### config.mk
export PLATFORM = sky130hd
export DESIGN_NAME = apb_delay_top
export DESIGN_NICKNAME = d
export VERILOG_FILES = /design/src/hdl/apb_delay_pkg.sv /design/src/hdl/apb_delay_top.sv /design/src/hdl/apb_delayer.sv /design/src/hdl/apb_requester.sv /design/src/hdl/apb_wait_memory.sv
export VERILOG_INCLUDE_DIRS = /design/src /design/src/hdl
export SDC_FILE = /design/constraint.sdc
export NUM_CORES = 2
export LEC_CHECK = 0
export BUFFER_PORTS_ARGS = -buffer_cell sky130_fd_sc_hd__buf_2
export CAP_MARGIN = 30
export CORE_MARGIN = 4
export CORE_UTILIZATION = 40
export CTS_CLUSTER_SIZE = 16
export DETAILED_ROUTE_END_ITERATION = 10
export HOLD_SLACK_MARGIN = 0.1
export PLACE_DENSITY_LB_ADDON = 0.15
export SETUP_SLACK_MARGIN = 0.3
export SLEW_MARGIN = 20
export SYNTH_ARGS = -nofsm -noshare
export SYNTH_HDL_FRONTEND = slang
export SYNTH_HIERARCHICAL = 1
export SYNTH_SLANG_ARGS = --single-unit
### constraint.sdc
create_clock -name clock -period 16.6 [get_ports clock]
set_clock_uncertainty 0.05 [all_clocks]
set_input_delay 0 -clock clock [delete_from_list [all_inputs] [get_ports clock]]
set_output_delay 0 -clock clock [all_outputs]
set_load 0.03 [all_outputs]
### src/hdl/apb_delay_params.svh
`ifndef APB_DELAY_PARAMS_SVH
`define APB_DELAY_PARAMS_SVH

// ==============================
// APB bus
// ==============================
`define APB_ADDR_W      32
`define APB_DATA_W      32
`define APB_STRB_W      4
`define APB_PROT_W      3

// ==============================
// Delay ratio, fixed point
// ==============================
`define DELAY_FRAC_BITS 10
`define DELAY_RATIO     2048  // 2.0 scaled by 1024.
`define DELAY_CNT_W     24

// ==============================
// Memory slave
// ==============================
`define MEM_WORDS       64
`define PROT_WORDS      8     // Secure-only low words.
`define MAX_WAIT        7

`endif

### src/hdl/apb_delay_pkg.sv
`default_nettype none

package apb_delay_pkg;

    typedef enum logic {
        OP_READ  = 1'b0,
        OP_WRITE = 1'b1
    } apb_op_t;

    typedef enum logic [1:0] {
        REQ_IDLE   = 2'd0,
        REQ_SETUP  = 2'd1,
        REQ_ACCESS = 2'd2
    } req_state_t;

    typedef enum logic [1:0] {
        DLY_IDLE    = 2'd0,
        DLY_ACTIVE  = 2'd1,  // Slave access in progress.
        DLY_HOLD    = 2'd2,  // Response held back.
        DLY_RELEASE = 2'd3
    } dly_state_t;

    typedef enum logic [1:0] {
        MEM_IDLE = 2'd0,
        MEM_WAIT = 2'd1
    } mem_state_t;

endpackage

`default_nettype wire

### src/hdl/apb_delay_top.sv
`timescale 1ns/1ns
`default_nettype none
`include "apb_delay_params.svh"

module apb_delay_top import apb_delay_pkg::*; (
    input  wire                     clock,
    input  wire                     reset,
    input  wire                     cmd_start,
    input  wire apb_op_t            cmd_op,
    input  wire  [`APB_ADDR_W-1:0]  cmd_addr,
    input  wire  [`APB_DATA_W-1:0]  cmd_wdata,
    input  wire  [`APB_STRB_W-1:0]  cmd_strb,
    input  wire  [`APB_PROT_W-1:0]  cmd_prot,
    input  wire                     delay_enable,
    output logic                    busy,
    output logic                    done,
    output logic [`APB_DATA_W-1:0]  rdata,
    output logic                    slverr
);

    // ==============================
    // Master side of the delayer
    // ==============================
    wire [`APB_ADDR_W-1:0] m_paddr;
    wire                   m_psel;
    wire                   m_penable;
    wire [`APB_PROT_W-1:0] m_pprot;
    wire                   m_pwrite;
    wire [`APB_DATA_W-1:0] m_pwdata;
    wire [`APB_STRB_W-1:0] m_pstrb;
    wire                   m_pready;
    wire [`APB_DATA_W-1:0] m_prdata;
    wire                   m_pslverr;

    // ==============================
    // Slave side of the delayer
    // ==============================
    wire [`APB_ADDR_W-1:0] s_paddr;
    wire                   s_psel;
    wire                   s_penable;
    wire [`APB_PROT_W-1:0] s_pprot;
    wire                   s_pwrite;
    wire [`APB_DATA_W-1:0] s_pwdata;
    wire [`APB_STRB_W-1:0] s_pstrb;
    wire                   s_pready;
    wire [`APB_DATA_W-1:0] s_prdata;
    wire                   s_pslverr;

    apb_requester u_requester (
        .clock     (clock),
        .reset     (reset),
        .cmd_start (cmd_start),
        .cmd_op    (cmd_op),
        .cmd_addr  (cmd_addr),
        .cmd_wdata (cmd_wdata),
        .cmd_strb  (cmd_strb),
        .cmd_prot  (cmd_prot),
        .busy      (busy),
        .done      (done),
        .rdata     (rdata),
        .slverr    (slverr),
        .paddr     (m_paddr),
        .psel      (m_psel),
        .penable   (m_penable),
        .pprot     (m_pprot),
        .pwrite    (m_pwrite),
        .pwdata    (m_pwdata),
        .pstrb     (m_pstrb),
        .pready    (m_pready),
        .prdata    (m_prdata),
        .pslverr   (m_pslverr)
    );

    apb_delayer u_delayer (
        .clock        (clock),
        .reset        (reset),
        .delay_enable (delay_enable),
        .in_paddr     (m_paddr),
        .in_psel      (m_psel),
        .in_penable   (m_penable),
        .in_pprot     (m_pprot),
        .in_pwrite    (m_pwrite),
        .in_pwdata    (m_pwdata),
        .in_pstrb     (m_pstrb),
        .in_pready    (m_pready),
        .in_prdata    (m_prdata),
        .in_pslverr   (m_pslverr),
        .out_paddr    (s_paddr),
        .out_psel     (s_psel),
        .out_penable  (s_penable),
        .out_pprot    (s_pprot),
        .out_pwrite   (s_pwrite),
        .out_pwdata   (s_pwdata),
        .out_pstrb    (s_pstrb),
        .out_pready   (s_pready),
        .out_prdata   (s_prdata),
        .out_pslverr  (s_pslverr)
    );

    apb_wait_memory u_memory (
        .clock   (clock),
        .reset   (reset),
        .paddr   (s_paddr),
        .psel    (s_psel),
        .penable (s_penable),
        .pprot   (s_pprot),
        .pwrite  (s_pwrite),
        .pwdata  (s_pwdata),
        .pstrb   (s_pstrb),
        .pready  (s_pready),
        .prdata  (s_prdata),
        .pslverr (s_pslverr)
    );

endmodule

`default_nettype wire

### src/hdl/apb_delayer.sv
`timescale 1ns/1ns
`default_nettype none
`include "apb_delay_params.svh"

module apb_delayer import apb_delay_pkg::*; (
    input  wire                     clock,
    input  wire                     reset,
    input  wire                     delay_enable,

    input  wire  [`APB_ADDR_W-1:0]  in_paddr,
    input  wire                     in_psel,
    input  wire                     in_penable,
    input  wire  [`APB_PROT_W-1:0]  in_pprot,
    input  wire                     in_pwrite,
    input  wire  [`APB_DATA_W-1:0]  in_pwdata,
    input  wire  [`APB_STRB_W-1:0]  in_pstrb,
    output logic                    in_pready,
    output logic [`APB_DATA_W-1:0]  in_prdata,
    output logic                    in_pslverr,

    output logic [`APB_ADDR_W-1:0]  out_paddr,
    output logic                    out_psel,
    output logic                    out_penable,
    output logic [`APB_PROT_W-1:0]  out_pprot,
    output logic                    out_pwrite,
    output logic [`APB_DATA_W-1:0]  out_pwdata,
    output logic [`APB_STRB_W-1:0]  out_pstrb,
    input  wire                     out_pready,
    input  wire  [`APB_DATA_W-1:0]  out_prdata,
    input  wire                     out_pslverr
);

    dly_state_t              state;
    logic [`DELAY_CNT_W-1:0] wait_cnt;   // Slave wait cycles seen.
    logic [`DELAY_CNT_W-1:0] scaled;     // Wait cycles times ratio.
    logic [`DELAY_CNT_W-1:0] hold_cnt;
    logic [`DELAY_CNT_W-1:0] hold_calc;
    logic [`APB_DATA_W-1:0]  cap_rdata;
    logic                    cap_slverr;
    logic                    blocked;
    logic                    slave_access;

    // Slave sees nothing while the response is held back.
    assign blocked      = delay_enable && ((state == DLY_HOLD) || (state == DLY_RELEASE));
    assign out_paddr    = in_paddr;
    assign out_psel     = in_psel && !blocked;
    assign out_penable  = in_penable && !blocked;
    assign out_pprot    = in_pprot;
    assign out_pwrite   = in_pwrite;
    assign out_pwdata   = in_pwdata;
    assign out_pstrb    = in_pstrb;
    assign slave_access = out_psel && out_penable;
    assign hold_calc    = (scaled >> `DELAY_FRAC_BITS) - wait_cnt;  // floor(W*r) - W.

    always_comb begin
        if (delay_enable) begin
            in_pready  = (state == DLY_RELEASE);
            in_prdata  = (state == DLY_RELEASE) ? cap_rdata : '0;
            in_pslverr = (state == DLY_RELEASE) && cap_slverr;
        end else begin
            in_pready  = out_pready;
            in_prdata  = out_prdata;
            in_pslverr = out_pslverr;
        end
    end

    // ==============================
    // Wait measurement and hold
    // ==============================
    always_ff @(posedge clock) begin
        if (!reset) begin
            state    <= DLY_IDLE;
            wait_cnt <= '0;
            scaled   <= '0;
            hold_cnt <= '0;
        end else begin
            case (state)
                DLY_IDLE: begin
                    if (delay_enable && in_psel && !in_penable) begin  // Setup phase.
                        state    <= DLY_ACTIVE;
                        wait_cnt <= '0;
                        scaled   <= '0;
                    end
                end
                DLY_ACTIVE: begin
                    if (slave_access && out_pready) begin
                        hold_cnt <= hold_calc;
                        state    <= (hold_calc == '0) ? DLY_RELEASE : DLY_HOLD;
                    end else if (slave_access) begin
                        wait_cnt <= wait_cnt + 1'b1;
                        scaled   <= scaled + `DELAY_CNT_W'(`DELAY_RATIO);
                    end
                end
                DLY_HOLD: begin
                    hold_cnt <= hold_cnt - 1'b1;
                    if (hold_cnt == `DELAY_CNT_W'(1)) begin
                        state <= DLY_RELEASE;
                    end
                end
                DLY_RELEASE: state <= DLY_IDLE;  // One-cycle pready.
                default:     state <= DLY_IDLE;
            endcase
        end
    end

    always_ff @(posedge clock) begin
        if ((state == DLY_ACTIVE) && slave_access && out_pready) begin
            cap_rdata  <= out_prdata;
            cap_slverr <= out_pslverr;
        end
    end

endmodule

`default_nettype wire

### src/hdl/apb_requester.sv
`timescale 1ns/1ns
`default_nettype none
`include "apb_delay_params.svh"

module apb_requester import apb_delay_pkg::*; (
    input  wire                     clock,
    input  wire                     reset,

    input  wire                     cmd_start,
    input  wire apb_op_t            cmd_op,
    input  wire [`APB_ADDR_W-1:0]   cmd_addr,
    input  wire [`APB_DATA_W-1:0]   cmd_wdata,
    input  wire [`APB_STRB_W-1:0]   cmd_strb,
    input  wire [`APB_PROT_W-1:0]   cmd_prot,
    output logic                    busy,
    output logic                    done,
    output logic [`APB_DATA_W-1:0]  rdata,
    output logic                    slverr,

    output logic [`APB_ADDR_W-1:0]  paddr,
    output logic                    psel,
    output logic                    penable,
    output logic [`APB_PROT_W-1:0]  pprot,
    output logic                    pwrite,
    output logic [`APB_DATA_W-1:0]  pwdata,
    output logic [`APB_STRB_W-1:0]  pstrb,
    input  wire                     pready,
    input  wire  [`APB_DATA_W-1:0]  prdata,
    input  wire                     pslverr
);

    req_state_t state;
    logic       accept;

    assign accept  = (state == REQ_IDLE) && cmd_start;  // Starts while busy are dropped.
    assign busy    = (state != REQ_IDLE);
    assign psel    = (state != REQ_IDLE);
    assign penable = (state == REQ_ACCESS);

    // ==============================
    // Transfer sequencing
    // ==============================
    always_ff @(posedge clock) begin
        if (!reset) begin
            state  <= REQ_IDLE;
            done   <= 1'b0;
            rdata  <= '0;
            slverr <= 1'b0;
        end else begin
            done <= 1'b0;
            case (state)
                REQ_IDLE: begin
                    if (accept) begin
                        state <= REQ_SETUP;
                    end
                end
                REQ_SETUP: begin
                    state <= REQ_ACCESS;
                end
                REQ_ACCESS: begin
                    if (pready) begin
                        state  <= REQ_IDLE;
                        done   <= 1'b1;
                        rdata  <= prdata;
                        slverr <= pslverr;
                    end
                end
                default: state <= REQ_IDLE;
            endcase
        end
    end

    // Request fields stay stable for the whole transfer.
    always_ff @(posedge clock) begin
        if (accept) begin
            paddr  <= cmd_addr;
            pwrite <= (cmd_op == OP_WRITE);
            pwdata <= cmd_wdata;
            pstrb  <= cmd_strb;
            pprot  <= cmd_prot;
        end
    end

endmodule

`default_nettype wire

### src/hdl/apb_wait_memory.sv
`timescale 1ns/1ns
`default_nettype none
`include "apb_delay_params.svh"

module apb_wait_memory import apb_delay_pkg::*; (
    input  wire                     clock,
    input  wire                     reset,
    input  wire  [`APB_ADDR_W-1:0]  paddr,
    input  wire                     psel,
    input  wire                     penable,
    input  wire  [`APB_PROT_W-1:0]  pprot,
    input  wire                     pwrite,
    input  wire  [`APB_DATA_W-1:0]  pwdata,
    input  wire  [`APB_STRB_W-1:0]  pstrb,
    output logic                    pready,
    output logic [`APB_DATA_W-1:0]  prdata,
    output logic                    pslverr
);

    localparam int IDX_W     = `APB_ADDR_W - 2;
    localparam int MEM_IDX_W = $clog2(`MEM_WORDS);
    localparam int WAIT_W    = $clog2(`MAX_WAIT + 1);

    logic [`APB_DATA_W-1:0] mem [`MEM_WORDS];
    mem_state_t             state;
    logic [WAIT_W-1:0]      wait_cnt;
    logic [WAIT_W-1:0]      wait_need;
    logic [IDX_W-1:0]       word_idx;
    logic [MEM_IDX_W-1:0]   mem_idx;
    logic                   access;
    logic                   fault;

    assign word_idx  = paddr[`APB_ADDR_W-1:2];
    assign mem_idx   = word_idx[MEM_IDX_W-1:0];
    assign wait_need = WAIT_W'(word_idx % (`MAX_WAIT + 1));  // Address-dependent wait.
    assign access    = psel && penable;
    assign fault     = (word_idx >= IDX_W'(`MEM_WORDS))
                    || (pprot[1] && (word_idx < IDX_W'(`PROT_WORDS)));  // Non-secure access.

    assign pready  = access && (wait_cnt == wait_need);
    assign pslverr = pready && fault;
    assign prdata  = (pready && !pwrite && !fault) ? mem[mem_idx] : '0;

    // ==============================
    // Wait-state counter
    // ==============================
    always_ff @(posedge clock) begin
        if (!reset) begin
            state    <= MEM_IDLE;
            wait_cnt <= '0;
        end else begin
            case (state)
                MEM_IDLE: begin
                    if (access && !pready) begin
                        state    <= MEM_WAIT;
                        wait_cnt <= WAIT_W'(1);
                    end
                end
                MEM_WAIT: begin
                    if (pready) begin
                        state    <= MEM_IDLE;
                        wait_cnt <= '0;
                    end else begin
                        wait_cnt <= wait_cnt + 1'b1;
                    end
                end
                default: state <= MEM_IDLE;
            endcase
        end
    end

    always_ff @(posedge clock) begin
        if (!reset) begin
            for (int i = 0; i < `MEM_WORDS; i++) begin
                mem[i] <= '0;
            end
        end else if (pready && pwrite && !fault) begin
            for (int b = 0; b < `APB_STRB_W; b++) begin
                if (pstrb[b]) begin
                    mem[mem_idx][8*b +: 8] <= pwdata[8*b +: 8];  // Strobed bytes only.
                end
            end
        end
    end

endmodule

`default_nettype wire

==> flow_metrics.tcl <==
set metrics [dict create \
    stdcell_count 11700 \
    cp-start-kind "register" \
    hold_ws_ns 0.294 \
    period_share_pct 38.5 \
    io_buffers 106 \
    holdCritPathClass "input port to register" \
    dieArea_sq_um 259000 \
    rows 183 \
    routabilityCongestion 0.855 \
    vias 70600 \
    coreArea_sq_um 249000 \
    clkSlewWorstSetupHoldPaths_ns 0.06 \
    hold_violations 0 \
    p_leak_nw 37.7 \
    setup_viol 0 \
    clock_latency_ns 0.89 \
    syn_nets 8121 \
    die_h_um 509 \
    cts_tree "built" \
    viasPerCell 6.04 \
    nNetsFinal 8259 \
    worst-path-max-fanout 44 \
    rsz0062_at_grt "false" \
    htree_levels 4 \
    p_total_mw 12.7 \
    cts_setup_buffers 0 \
    cts_buffers 237 \
    route.detailed.drc 0 \
    tightestPinTransition_ns 1.33 \
    clockRootBuffer "clkbuf_16" \
    hold_start "cmd_wdata[8]" \
    final_layout_size_suffix_gt1_share_pct 16.0 \
    drt_iter0_drc 9347 \
    grt_start_max_net_pins 107 \
    ant_nets 0 \
    grt_usage_pct 27.4 \
    final.min_clock_period_ns 6.40 \
    end_kind "register" \
    max-slew-margin-rel_pct 11.6 \
    status "completed" \
    worst_r2r_startpoint "u_requester/paddr[4]" \
    timing.fmax_mhz 156 \
    grt_pass1_vias 67800 \
    drt_wl_total_um 363000 \
    cts_sinks 2252 \
    layout_commonest_cell "nor2_1" \
    required_ns 17.36 \
    syn2layout_area_growth_pct 12.9 \
    routedWlPerCell_um 31.0 \
    overflow 0 \
    dr.pass1.iters 8 \
    crit_type "register to register" \
    layout_common_cells "nor2_1, edfxtp_1, buf_4, o21ai_0, o22ai_1" \
    die_w_um 509 \
    clock_path_buffers 3 \
    antenna_found_initial 25 \
    hpwl_um 225000 \
    cap_violations 0 \
    crit_arrival_ns 7.16 \
    pin_count 111 \
    drv_slew 0 \
    final_core_util_pct 45.5 \
    p_per_area_nw_per_um2 112 \
    grt_pass1_wl_um 510000 \
    crit_start "u_requester/paddr[4]" \
    yosys_warnings 6 \
    synthesis.instances 8021 \
    start_util_pct 40.3 \
    netlist_area_sq_um 101000 \
    tns_ns 0 \
    vdd_drop_max_mv 0.107 \
    dpl.cell_count 11100 \
    synth_area_per_cell_sq_um 12.5 \
]
[registers in the layout (all words and copies together) (netlist names)]
signal and cells:
u_requester/done 1, u_delayer/wait_cnt 24, u_delayer/scaled 13, u_requester/paddr 30, u_delayer/cap_slverr 1, u_delayer/state 2
u_memory/wait_cnt 3, u_requester/pwrite 1, u_requester/pwdata 32, u_requester/pprot 1, u_requester/slverr 1, u_delayer/hold_cnt 24
u_memory/mem 2048, u_requester/rdata 32, u_memory/state 1, u_delayer/cap_rdata 32, u_requester/pstrb 4, u_requester/state 2
[layer usage]
metal / vias to the layer above / track usage, % / share of wire (%)
li1: 29700 / - / -
met1: 36400 / 38.1 / 40
met2: 3856 / 42.8 / 46
met3: 633 / 5.23 / 10
met4: 8 / 10.4 / 4.1
met5: - / 0 / 0.013
[power breakdown]
part / switching [mW] / internal [mW] / leakage (nW)
logic: 0.816 / 0.357 / 11.1
registers: 0.0605 / 6.39 / 23.0
clock network: 2.26 / 2.84 / 3.55
[final timing paths]
path                            to  slack [ns]  cells past startpoint
max reg2reg  u_requester/rdata[18]       10.20                     15
min reg2reg   u_requester/rdata[4]        0.40                      2
min          u_requester/pwdata[8]        0.29                      3
max          u_requester/rdata[18]       10.20                     15
[worst max-delay path, cell delays in order, from the launching register on]
cell,delay (ns)
edfxtp_1,0.32
buf_4,0.38
buf_4,0.41
buf_4,0.62
buf_4,0.45
nand2b_4,0.56
buf_4,0.70
o22ai_1,0.15
o21ai_0,0.29
a21oi_1,0.25
a211oi_1,0.53
nor4b_1,0.95
inv_1,0.08
o21ai_0,0.20
nand2_1,0.09
mux2i_1,0.15
[area by class of cell]
type                            instances  area, sq um
Antenna cell                            9         22.5
Clock buffer                          298         6200
Clock inverter                        141         1100
Fill cell                           22400       136000
Inverter                               70          273
Multi-Input combinational cell       4845        29000
Sequential cell                      2252        66600
Tap cell                             3330         4170
Timing Repair Buffer                  753         6130
[what timing repair did]
| item | 4_1_cts | 5_1_grt |
|---|---|---|
| gates resized for setup | 0 | 0 |
| hold buffers | 140 | 0 |
| hold endpoints to repair | 385 | 0 |
[metrics by stage]
step                cell area, sq um  worst slack (ns)
finish                        113000             10.20
global route                  113000             10.14
CTS                           113000             10.33
detailed placement            104000             10.34
global placement              104000             10.08
floorplan                     101000             10.62
Power figures use the tool's default switching activity.
